==> config.mk <==
export PLATFORM = sky130hd
export DESIGN_NAME = ctr_top
export DESIGN_NICKNAME = d
export VERILOG_FILES = /design/src/rtl/ctr_pkg.sv /design/src/rtl/ctr_req_check.sv /design/src/rtl/ctr_fsm.sv /design/src/rtl/ctr_state_reg.sv /design/src/rtl/ctr_top.sv
export SDC_FILE = /design/constraint.sdc
export NUM_CORES = 1
export LEC_CHECK = 0
export ABC_CLOCK_PERIOD_IN_PS = 5620
export BUFFER_PORTS_ARGS = -buffer_cell sky130_fd_sc_hd__buf_2
export CORE_MARGIN = 10
export CORE_UTILIZATION = 55
export CTS_CLUSTER_SIZE = 12
export DETAILED_ROUTE_END_ITERATION = 8
export PLACE_DENSITY = 0.89
export SLEW_MARGIN = 0
export SYNTH_ARGS = -nofsm -noshare
export SYNTH_HDL_FRONTEND = slang
export SYNTH_HIERARCHICAL = 1
export SYNTH_SLANG_ARGS = --single-unit
export TNS_END_PERCENT = 100
==> constraint.sdc <==
create_clock -name clk_i -period 5.62 [get_ports clk_i]
set_input_delay 0.843 -clock clk_i [delete_from_list [all_inputs] [get_ports clk_i]]
set_output_delay 0.843 -clock clk_i [all_outputs]
set_load 0.01 [all_outputs]
==> src/rtl/ctr_pkg.sv <==
/*
  Counter geometry is fixed at 128 bits in eight 16-bit slices.
  Other widths need a new ctr_word_u, not just new constants.
  Rail codes 00 and 11 are faults and never mean idle.
*/
package ctr_pkg;

  ////////////////////
  // Geometry
  ////////////////////

  parameter int unsigned CtrWidth      = 128;
  parameter int unsigned SliceSizeCtr  = 16;
  parameter int unsigned NumSlices     = CtrWidth / SliceSizeCtr;
  parameter int unsigned SliceIdxWidth = 3;

  // Counter word, seen whole or as slices
  // Slice 0 holds the least significant bits
  typedef union packed {
    logic [CtrWidth-1:0]                     flat;
    logic [NumSlices-1:0][SliceSizeCtr-1:0]  slice;
  } ctr_word_u;

  ////////////////////
  // Two-rail codes
  ////////////////////

  parameter logic [1:0] MrOn  = 2'b10;
  parameter logic [1:0] MrOff = 2'b01;

  ////////////////////
  // FSM states
  ////////////////////

  // Pairwise Hamming distance of at least 3
  typedef enum logic [5:0] {
    CTR_IDLE  = 6'b011010,
    CTR_INCR  = 6'b101101,
    CTR_ERROR = 6'b110011
  } ctr_state_e;

endpackage

==> src/rtl/ctr_req_check.sv <==
/*
  Requests are plain levels, sampled only while ready_i is high.
  Busy requests are flagged as faults and never queued.
*/
module ctr_req_check (
  input  logic       clk_i,
  input  logic       rst_ni,
  input  logic [1:0] incr_mr_i,
  input  logic       load_i,
  input  logic       ready_i,
  output logic       incr_o,
  output logic       mr_err_o,
  output logic       seq_err_o
);

  logic incr_req;
  logic mr_bad;
  logic mr_err_q;

  // Decode the two-rail level
  assign incr_req = (incr_mr_i == ctr_pkg::MrOn);
  assign mr_bad   = (incr_mr_i != ctr_pkg::MrOn) && (incr_mr_i != ctr_pkg::MrOff);

  // Only accepted while idle
  assign incr_o = incr_req && ready_i;

  // Hold a rail fault for one extra cycle
  always_ff @(posedge clk_i or negedge rst_ni) begin
    if (!rst_ni) begin
      mr_err_q <= 1'b0;
    end else begin
      mr_err_q <= mr_bad;
    end
  end

  // Seen now or in the cycle before
  assign mr_err_o = mr_bad || mr_err_q;

  // Request while busy, or load and increment together
  assign seq_err_o = ((incr_req || load_i) && !ready_i) || (incr_req && load_i);

  ////////////////////
  // Assertions
  ////////////////////

  // An accepted increment has a clean rail code now and one cycle back
  IncrValidCode_A: assert property (@(posedge clk_i) disable iff (!rst_ni)
    incr_o |-> !mr_err_o);

endmodule

==> src/rtl/ctr_fsm.sv <==
/*
  Increments one 16-bit slice per cycle, lowest slice first.
  Latency is fixed at 8 cycles since every slice is written.
  CTR_ERROR is terminal and only reset leaves it.
*/
module ctr_fsm (
  input  logic                              clk_i,
  input  logic                              rst_ni,
  input  logic                              incr_i,
  input  logic                              incr_err_i,
  input  logic                              mr_err_i,
  input  logic [ctr_pkg::SliceSizeCtr-1:0]  ctr_slice_i,
  output logic                              ready_o,
  output logic                              alert_o,
  output logic [ctr_pkg::SliceIdxWidth-1:0] ctr_slice_idx_o,
  output logic [ctr_pkg::SliceSizeCtr-1:0]  ctr_slice_o,
  output logic                              ctr_we_o
);

  localparam logic [ctr_pkg::SliceIdxWidth-1:0] IdxOne =
    {{(ctr_pkg::SliceIdxWidth-1){1'b0}}, 1'b1};
  localparam logic [ctr_pkg::SliceIdxWidth-1:0] IdxLast =
    {ctr_pkg::SliceIdxWidth{1'b1}};

  ctr_pkg::ctr_state_e               state_d, state_q;
  logic [ctr_pkg::SliceIdxWidth-1:0] idx_d, idx_q;
  logic                              carry_d, carry_q;

  // One extra bit for the carry out
  logic [ctr_pkg::SliceSizeCtr:0]    ctr_value;

  ////////////////////
  // Slice adder
  ////////////////////

  assign ctr_value = {1'b0, ctr_slice_i} + {{ctr_pkg::SliceSizeCtr{1'b0}}, carry_q};
  assign ctr_slice_o = ctr_value[ctr_pkg::SliceSizeCtr-1:0];

  ////////////////////
  // Next state
  ////////////////////

  always_comb begin
    // Defaults
    ready_o  = 1'b0;
    ctr_we_o = 1'b0;
    alert_o  = 1'b0;
    state_d  = state_q;
    idx_d    = idx_q;
    carry_d  = carry_q;

    case (state_q)
      ctr_pkg::CTR_IDLE: begin
        ready_o = 1'b1;
        if (incr_i) begin
          // Start at slice 0 with a carry in of one
          idx_d   = '0;
          carry_d = 1'b1;
          state_d = ctr_pkg::CTR_INCR;
        end
      end

      ctr_pkg::CTR_INCR: begin
        ctr_we_o = 1'b1;
        idx_d    = idx_q + IdxOne;
        carry_d  = ctr_value[ctr_pkg::SliceSizeCtr];
        // Top slice written this cycle
        if (idx_q == IdxLast) begin
          state_d = ctr_pkg::CTR_IDLE;
        end
      end

      ctr_pkg::CTR_ERROR: begin
        // Terminal
        alert_o = 1'b1;
      end

      default: begin
        // Unlisted encoding, treat as an attack
        alert_o = 1'b1;
        state_d = ctr_pkg::CTR_ERROR;
      end
    endcase

    // Any fault wins over normal flow
    if (incr_err_i || mr_err_i) begin
      state_d = ctr_pkg::CTR_ERROR;
    end
  end

  ////////////////////
  // Registers
  ////////////////////

  always_ff @(posedge clk_i or negedge rst_ni) begin
    if (!rst_ni) begin
      state_q <= ctr_pkg::CTR_IDLE;
      idx_q   <= '0;
      carry_q <= 1'b0;
    end else begin
      state_q <= state_d;
      idx_q   <= idx_d;
      carry_q <= carry_d;
    end
  end

  assign ctr_slice_idx_o = idx_q;

  ////////////////////
  // Assertions
  ////////////////////

  // Alert is terminal and keeps ready low
  AlertSticky_A: assert property (@(posedge clk_i) disable iff (!rst_ni)
    alert_o |=> (alert_o && !ready_o));

  // Every increment starts writing at slice 0
  WriteStart_A: assert property (@(posedge clk_i) disable iff (!rst_ni)
    $rose(ctr_we_o) |-> (ctr_slice_idx_o == '0));

endmodule

==> src/rtl/ctr_state_reg.sv <==
/*
  A load takes priority over a slice write in the same cycle.
  Loads are taken even in a fault, so the alert marks the value invalid.
*/
module ctr_state_reg (
  input  logic                              clk_i,
  input  logic                              rst_ni,
  input  logic                              load_i,
  input  ctr_pkg::ctr_word_u                iv_i,
  input  logic [ctr_pkg::SliceIdxWidth-1:0] slice_idx_i,
  input  logic [ctr_pkg::SliceSizeCtr-1:0]  slice_i,
  input  logic                              slice_we_i,
  output logic [ctr_pkg::SliceSizeCtr-1:0]  slice_o,
  output ctr_pkg::ctr_word_u                ctr_o
);

  ctr_pkg::ctr_word_u ctr_q;

  ////////////////////
  // Counter storage
  ////////////////////

  // Counter starts at zero
  always_ff @(posedge clk_i or negedge rst_ni) begin
    if (!rst_ni) begin
      ctr_q.flat <= '0;
    end else if (load_i) begin
      // Whole word from the IV
      ctr_q.flat <= iv_i.flat;
    end else if (slice_we_i) begin
      // Just the slice being incremented
      ctr_q.slice[slice_idx_i] <= slice_i;
    end
  end

  ////////////////////
  // Read side
  ////////////////////

  // Slice feeding the FSM adder
  assign slice_o = ctr_q.slice[slice_idx_i];

  // Full counter out
  assign ctr_o = ctr_q;

  ////////////////////
  // Assertions
  ////////////////////

  // Legal use never loads during an increment
  LoadNoWrite_A: assert property (@(posedge clk_i) disable iff (!rst_ni)
    load_i |-> !slice_we_i);

endmodule

==> src/rtl/ctr_top.sv <==
/*
  ready_o is high when idle, alert_o is sticky until reset.
  Requests while ready_o is low are faults and are not queued.
*/
module ctr_top (
  input  logic               clk_i,
  input  logic               rst_ni,
  input  logic [1:0]         incr_mr_i,
  input  logic               load_i,
  input  ctr_pkg::ctr_word_u iv_i,
  output ctr_pkg::ctr_word_u ctr_o,
  output logic               ready_o,
  output logic               alert_o
);

  // Checker to FSM
  logic incr;
  logic mr_err;
  logic seq_err;

  // FSM to register and back
  logic [ctr_pkg::SliceIdxWidth-1:0] ctr_slice_idx;
  logic [ctr_pkg::SliceSizeCtr-1:0]  ctr_slice;
  logic [ctr_pkg::SliceSizeCtr-1:0]  ctr_slice_cur;
  logic                              ctr_we;

  ////////////////////
  // Request check
  ////////////////////

  ctr_req_check u_req_check (
    .clk_i     (clk_i),
    .rst_ni    (rst_ni),
    .incr_mr_i (incr_mr_i),
    .load_i    (load_i),
    .ready_i   (ready_o),
    .incr_o    (incr),
    .mr_err_o  (mr_err),
    .seq_err_o (seq_err)
  );

  ////////////////////
  // Control
  ////////////////////

  ctr_fsm u_fsm (
    .clk_i           (clk_i),
    .rst_ni          (rst_ni),
    .incr_i          (incr),
    .incr_err_i      (seq_err),
    .mr_err_i        (mr_err),
    .ctr_slice_i     (ctr_slice_cur),
    .ready_o         (ready_o),
    .alert_o         (alert_o),
    .ctr_slice_idx_o (ctr_slice_idx),
    .ctr_slice_o     (ctr_slice),
    .ctr_we_o        (ctr_we)
  );

  ////////////////////
  // Counter word
  ////////////////////

  ctr_state_reg u_state_reg (
    .clk_i       (clk_i),
    .rst_ni      (rst_ni),
    .load_i      (load_i),
    .iv_i        (iv_i),
    .slice_idx_i (ctr_slice_idx),
    .slice_i     (ctr_slice),
    .slice_we_i  (ctr_we),
    .slice_o     (ctr_slice_cur),
    .ctr_o       (ctr_o)
  );

endmodule

==> metrics.cfg, run 1 <==
[final_layout]
fin_util_pct = 69.5
area_delta_synth_final_pct = 22.4
drive_gt1_share_pct = 35.4
nets = 1085
n_fill_cell = 1067
final_cells = 1141

[floorplanning]
die-width_um = 140
placementRows = 43
start_util_pct = 56.8
die_area_um2 = 19600
die_h_um = 140
io_pins = 263
floorplan.core_area_um2 = 14000

[timing]
rsz0062_at_grt = false
maxSlewHeadroom_pct = 24.0
setup_viol = 0
fmax_ghz = 0.241
tightestPinTransition_ns = 1.14
finalMaxSlewViolations = 0
period_needed_ns = 4.15
hold_viol_final = 0
skew_ns = 0.00823
fin_setup_tns_ns = 0
finalCritPeriodShare_pct = 73.9

[min_path]
min_path_type = in -> async

[cts]
clock_path_buffers = 2
post-cts-setup-buffers = 0
htreeDepth = 4
cts_sinks = 137
ctsHoldBuffers = 0
cts_root_buf = clkbuf_16
tritoncts = built
clkTransAtPathRegs_ns = 0.06
cts_buffers = 17
cts_resized = 0
clkLatencyLatePin_ns = 0.43

[grt]
grt_use_total_pct = 26.1
grt_antenna_before_repair = 1
grt_pass1_vias = 7016
grt_pass1_wl_um = 40600
grt_max_degree = 125
grt_remaining_overflow = 0

[critical_path]
cp-end-kind = register
cp-start-kind = register
path_max_fanout = 27
critical_path_class = reg -> reg
critical_path_required_ns = 5.93
worstPathArrival_ns = 4.46

[place]
port-buffer-count = 262
place_hpwl_um = 18600
dp_cells = 1108
gp_congestion = 0.865

[detailed_routing]
drc = 0
vias = 6898
via_per_inst = 6.05
first_pass_iters = 5
wl_um = 26400
wire_per_inst_um = 23.2
drt-initial-drc-count = 572
ant_nets = 0

[synthesis]
synth_area_per_cell_um2 = 10.9
yosys.area.top_type = dfrtp_1
syn-cell-area_um2 = 7940
ys.flop_type = dfrtp_1
synth_common_cells = dfrtp_1, nand2_1, mux2i_1, o21ai_0, clkbuf_1
yosysWarningCount = 6
syn_nets = 868
synth_top_area_share_pct = 42.5
synth_cell_type_count = 47
netlist_top_cells_area = dfrtp_1, mux2i_1, mux4_1, o21ai_0, nand2_1
syn_inst = 730
async_flop_share_pct = 100
synth-seq-area-share_pct = 43.2
synth_edf_count = 0
synth.most_common_cell = dfrtp_1
synth_seq_cells = 137

[run_status]
status = complete, no violations

[pwr]
p_leak_nw = 4.82
p_per_area_nw_per_um2 = 293
ir_worst_vdd_mv = 0.200

[run]
cap_violations = 0

-- path summary, 6_finish.rpt --
path,from,end,slack (ns),depth (start not counted)
max,u_fsm/ctr_slice_idx_o[0],u_state_reg/ctr_o[104],1.47,10
min,rst_ni,u_state_reg/ctr_o[34],0.41,1
max reg2reg,u_fsm/ctr_slice_idx_o[0],u_state_reg/ctr_o[104],1.47,10
min reg2reg,u_fsm/state_q[3],u_fsm/state_q[0],0.46,1
max in group asynchronous,rst_ni,u_state_reg/ctr_o[31],3.88,2
min in group clk_i,u_fsm/state_q[3],u_fsm/state_q[0],0.46,1
-- through the flow --
step | setup WS, ns | instance area (um2) | hold WS (ns) | total power, mW
global route | 1.33 | 9720 | 0.474 | 2.94
global placement | 1.89 | 9070 | 0.449 | 1.60
detailed placement | 1.70 | 9070 | 0.453 | 1.61
finish | 1.47 | 9730 | 0.413 | 2.85
floorplan | 2.94 | 7940 | 0.438 | 1.38
CTS | 1.58 | 9720 | 0.444 | 2.86
-- final cells by class --
type                    instances  area, um2  share of cell area [%]
multi-input cells             515       4010                    41.2
flip-flops and latches        137       3430                    35.3
repair buffers                270       1380                    14.2
clock buffers                  17        425                    4.37
clock inverters                15        225                    2.32
well taps                     180        225                    2.32
inverters                       6       22.5                   0.232
diodes                          1       2.50                  0.0257
-- critical path, stage by stage (launching register included) --
cell,delay [ns]
dfrtp_2,0.67
buf_4,0.49
mux4_1,0.62
mux2_2,0.28
ha_1,0.22
ha_1,0.26
nand2_1,0.16
nor3_1,0.08
xor2_1,0.69
mux2i_1,0.19
o21ai_0,0.33
-- placed cells by master (no fill, tap or decap), types with 6 or more instances in the layout --
cell type / instances
dfrtp_1: 133
buf_4: 8
nand3_1: 6
o21ai_0: 115
buf_2: 260
mux2_2: 16
o21ai_1: 14
mux2i_1: 130
mux4_1: 23
nor2_1: 6
mux4_2: 7
clkbuf_16: 17
nand2_1: 134
xor2_1: 11
inv_1: 6
-- power breakdown --
group          internal (mW)  leakage, nW  switching, mW
Combinational          0.189         2.86          0.269
Clock                  0.788        0.305          0.453
Sequential              1.07         1.66         0.0765
-- logic make-up after synthesis --
kind of cell | Yosys count | synth area share, %
AND/OR/NAND/NOR | 179 | 10.6
multiplexers | 176 | 28.2
AO/OA/AOI/OAI | 140 | 9.14
flip-flops | 137 | 43.2
buffers and inverters | 78 | 6.35
XOR/XNOR | 14 | 1.54
adder cells (fa/ha/maj) | 6 | 0.929
-- registers in the layout, summed over array words and instances (netlist names) --
signal / cells
u_fsm/ctr_slice_idx_o: 3
u_fsm/carry_q: 1
u_state_reg/ctr_o: 128
u_fsm/state_q: 4
u_req_check/mr_err_q: 1
-- layer usage --
metal	wire (um)	vias to the layer above	part of all wire, %	global-route usage [%]
met4	453	0	1.7	8.42
met2	12600	419	48	41.0
li1	-	3050	-	-
met5	0	-	0	0
met1	10800	3389	41	33.6
met3	2590	40	9.8	8.01
Power figures use the tool's default switching activity.
==> inputs of run 2 (changes only) <==
--- a/config.mk
+++ b/config.mk
@@ -5,13 +5,13 @@
 export SDC_FILE = /design/constraint.sdc
 export NUM_CORES = 1
 export LEC_CHECK = 0
-export ABC_CLOCK_PERIOD_IN_PS = 5620
+export ABC_CLOCK_PERIOD_IN_PS = 3500
 export BUFFER_PORTS_ARGS = -buffer_cell sky130_fd_sc_hd__buf_2
 export CORE_MARGIN = 10
-export CORE_UTILIZATION = 55
+export CORE_UTILIZATION = 47
 export CTS_CLUSTER_SIZE = 12
 export DETAILED_ROUTE_END_ITERATION = 8
-export PLACE_DENSITY = 0.89
+export PLACE_DENSITY = 0.81
 export SLEW_MARGIN = 0
 export SYNTH_ARGS = -nofsm -noshare
 export SYNTH_HDL_FRONTEND = slang
==> constraint.sdc (replaced) <==
create_clock -name clk_i -period 3.5 [get_ports clk_i]
set_input_delay 0.525 -clock clk_i [delete_from_list [all_inputs] [get_ports clk_i]]
set_output_delay 0.525 -clock clk_i [all_outputs]
set_load 0.01 [all_outputs]
==> run 2 against run 1 <==
  * Worst setup slack got worse by 1.3 ns
  * Clock power is 40% higher
  * First-iteration DRC count down 22%
  * Critical path depth fell by 2
  * Critical path type unchanged
  * Critical endpoint is now u_state_reg/ctr_o[61]
  * Largest cell class unchanged
  * Largest power group is now registers
==> metrics.cfg, run 2 (synthesized netlist as in run 1, its figures left out) <==
[timing]
maxSlewHeadroom_pct = 29.4  ; +5.4 points
fmax_ghz = 0.298  ; +24%
tightestPinTransition_ns = 1.06  ; -0.0812 ns
hold_viol_final = 0  ; unchanged
finalCritPeriodShare_pct = 96.0  ; +22 points
period_needed_ns = 3.36  ; -0.793 ns
rsz0062_at_grt = false
timing.final.ws_setup_ns = 0.141  ; -1.33 ns
finalMaxSlewViolations = 0  ; unchanged
hold_ws_ns = 0.117  ; -0.296 ns
setup_viol = 0  ; unchanged
fin_setup_tns_ns = 0  ; unchanged
skew_ns = 0.00868  ; +0.000446 ns

[cts]
cts_sinks = 137  ; unchanged
cts_root_buf = clkbuf_16
cts_buffers = 17  ; unchanged
post-cts-setup-buffers = 0  ; unchanged
ctsHoldBuffers = 0  ; unchanged
htreeDepth = 4  ; unchanged
tritoncts = built
clock_path_buffers = 2  ; unchanged
clkLatencyLatePin_ns = 0.42  ; about the same
clkTransAtPathRegs_ns = 0.06  ; about the same

[place]
post-place-ws_ns = 0.146  ; -1.56 ns
port-buffer-count = 262  ; unchanged
place_hpwl_um = 19600  ; +5.3%
gp_congestion = 0.824  ; -4.7%
dp_cells = 1164  ; +5.1%

[grt]
grt_pass1_vias = 6948  ; -0.97%
grt_pass1_wl_um = 39900  ; -1.6%
busiest_layer = met2
grt_max_degree = 168  ; +34%
grt_use_total_pct = 22.9  ; -3.2 points
use_met2_pct = 36.3  ; -4.6 points
grt_antenna_before_repair = 3  ; +2
use_met1_pct = 29.0  ; -4.6 points
grt_remaining_overflow = 0  ; unchanged
gr-usage-met3_pct = 7.34  ; -0.68 points

[critical_path]
cp-end-kind = register
cp-start-kind = register
reg2reg_slack_ns = 0.14  ; -1.33 ns
worstPathArrival_ns = 3.68  ; -0.78 ns
reg2reg_to = u_state_reg/ctr_o[61]
rr_worst_depth = 8  ; -2
path_max_fanout = 15  ; -44%
rr_startpoint = u_fsm/ctr_slice_idx_o[0]
critical_path_class = reg -> reg
critical_path_required_ns = 3.83  ; -2.10 ns

[floorplanning]
io_pins = 263  ; unchanged
die-width_um = 150  ; +7.0%
die_area_um2 = 22500  ; +15%
die_h_um = 150  ; +7.0%
floorplan.core_area_um2 = 16600  ; +19%
placementRows = 47  ; +9.3%
start_util_pct = 47.9  ; -8.9 points

[detailed_routing]
ant_nets = 0  ; unchanged
via_per_inst = 5.65  ; -6.5%
drc = 0  ; unchanged
wl_um = 26500  ; +0.37%
first_pass_iters = 4  ; -1
wire_per_inst_um = 22.2  ; -4.3%
vias = 6765  ; -1.9%
drt-initial-drc-count = 448  ; -22%

[min_path]
min_path_type = in -> async

[final_layout]
drive_gt1_share_pct = 37.1  ; +1.7 points
area_delta_synth_final_pct = 24.7
final_common_cell = buf_2
final_cell_mix = buf_2, nand2_1, dfrtp_1
final_cells = 1197  ; +4.9%
nets = 1101  ; +1.5%
n_fill_cell = 1388  ; +30%
largest_reg_flops = 128  ; unchanged

[pwr]
p_leak_nw = 4.89  ; +1.4%
ir_worst_vdd_mv = 0.325  ; +62%
p_per_area_nw_per_um2 = 437  ; +49%

[run]
cap_violations = 0  ; unchanged

[run_status]
status = complete, no violations

run 2: changes by cell type in the layout (fill, tap and decap cells not counted), moves of 2 or more:
cell / change
xor2_2: +5
buf_4: +13
clkinv_2: +2
bufinv_16: -4
buf_12: +3
xor2_1: -5
clkbuf_8: +4
clkinv_4: -2
run 2: power by group:
group          internal (mW)  switching, mW
logic                  0.319          0.431
registers               1.72          0.122
clock network           1.05          0.692
run 2: worst max path at each step:
stage                                        start                    end  slack, ns
after global placement    u_fsm/ctr_slice_idx_o[0]  u_state_reg/ctr_o[72]       0.21
final                     u_fsm/ctr_slice_idx_o[0]  u_state_reg/ctr_o[61]       0.14
after global routing      u_fsm/ctr_slice_idx_o[0]  u_state_reg/ctr_o[46]       0.01
after CTS                 u_fsm/ctr_slice_idx_o[0]  u_state_reg/ctr_o[76]        0.1
after floorplan           u_fsm/ctr_slice_idx_o[0]  u_state_reg/ctr_o[28]       0.82
after detailed placement  u_fsm/ctr_slice_idx_o[0]  u_state_reg/ctr_o[76]       0.15
run 2: worst max-delay path, cell delays in order, from the launching register on:
cell	delay, ns
dfrtp_2	0.62
buf_4	0.28
mux4_1	0.63
mux2_2	0.32
nand3_1	0.27
nor4_1	0.13
xor2_1	0.63
mux2i_1	0.17
o21ai_0	0.20
run 2: layout make-up:
cell class                 instances  area (um2)  share of cell area (%)
antenna                            1        2.50                  0.0253
clock buffer                      21         480                    4.85
clock inverter                    11        96.3                   0.973
inverter                           6        22.5                   0.227
multi-input combinational        515        4050                    40.9
sequential                       137        3430                    34.7
tap                              220         275                    2.78
timing repair buffer             286        1540                    15.6
run 2: per-layer routing:
metal,up-vias,routed length (um)
li1,3087,-
met1,3350,11100
met2,292,12500
met3,32,2420
met4,4,463
met5,-,32
run 2: per-stage QoR:
stage          total power [mW]  utilization [%]  cell area [um2]
6_report                   4.33             59.7             9900
5_1_grt                    4.52             59.7             9900
4_1_cts                    4.36             59.4             9860
3_5_place_dp               2.61             56.0             9280
3_3_place_gp               2.59             56.0             9280
2_1_floorplan              2.21                -             7940
run 2: repair_timing:
item                                   in CTS  in global routing
resized for setup                           0                  6
endpoints found under the hold margin       0                  0
setup endpoints to repair                   0                 29
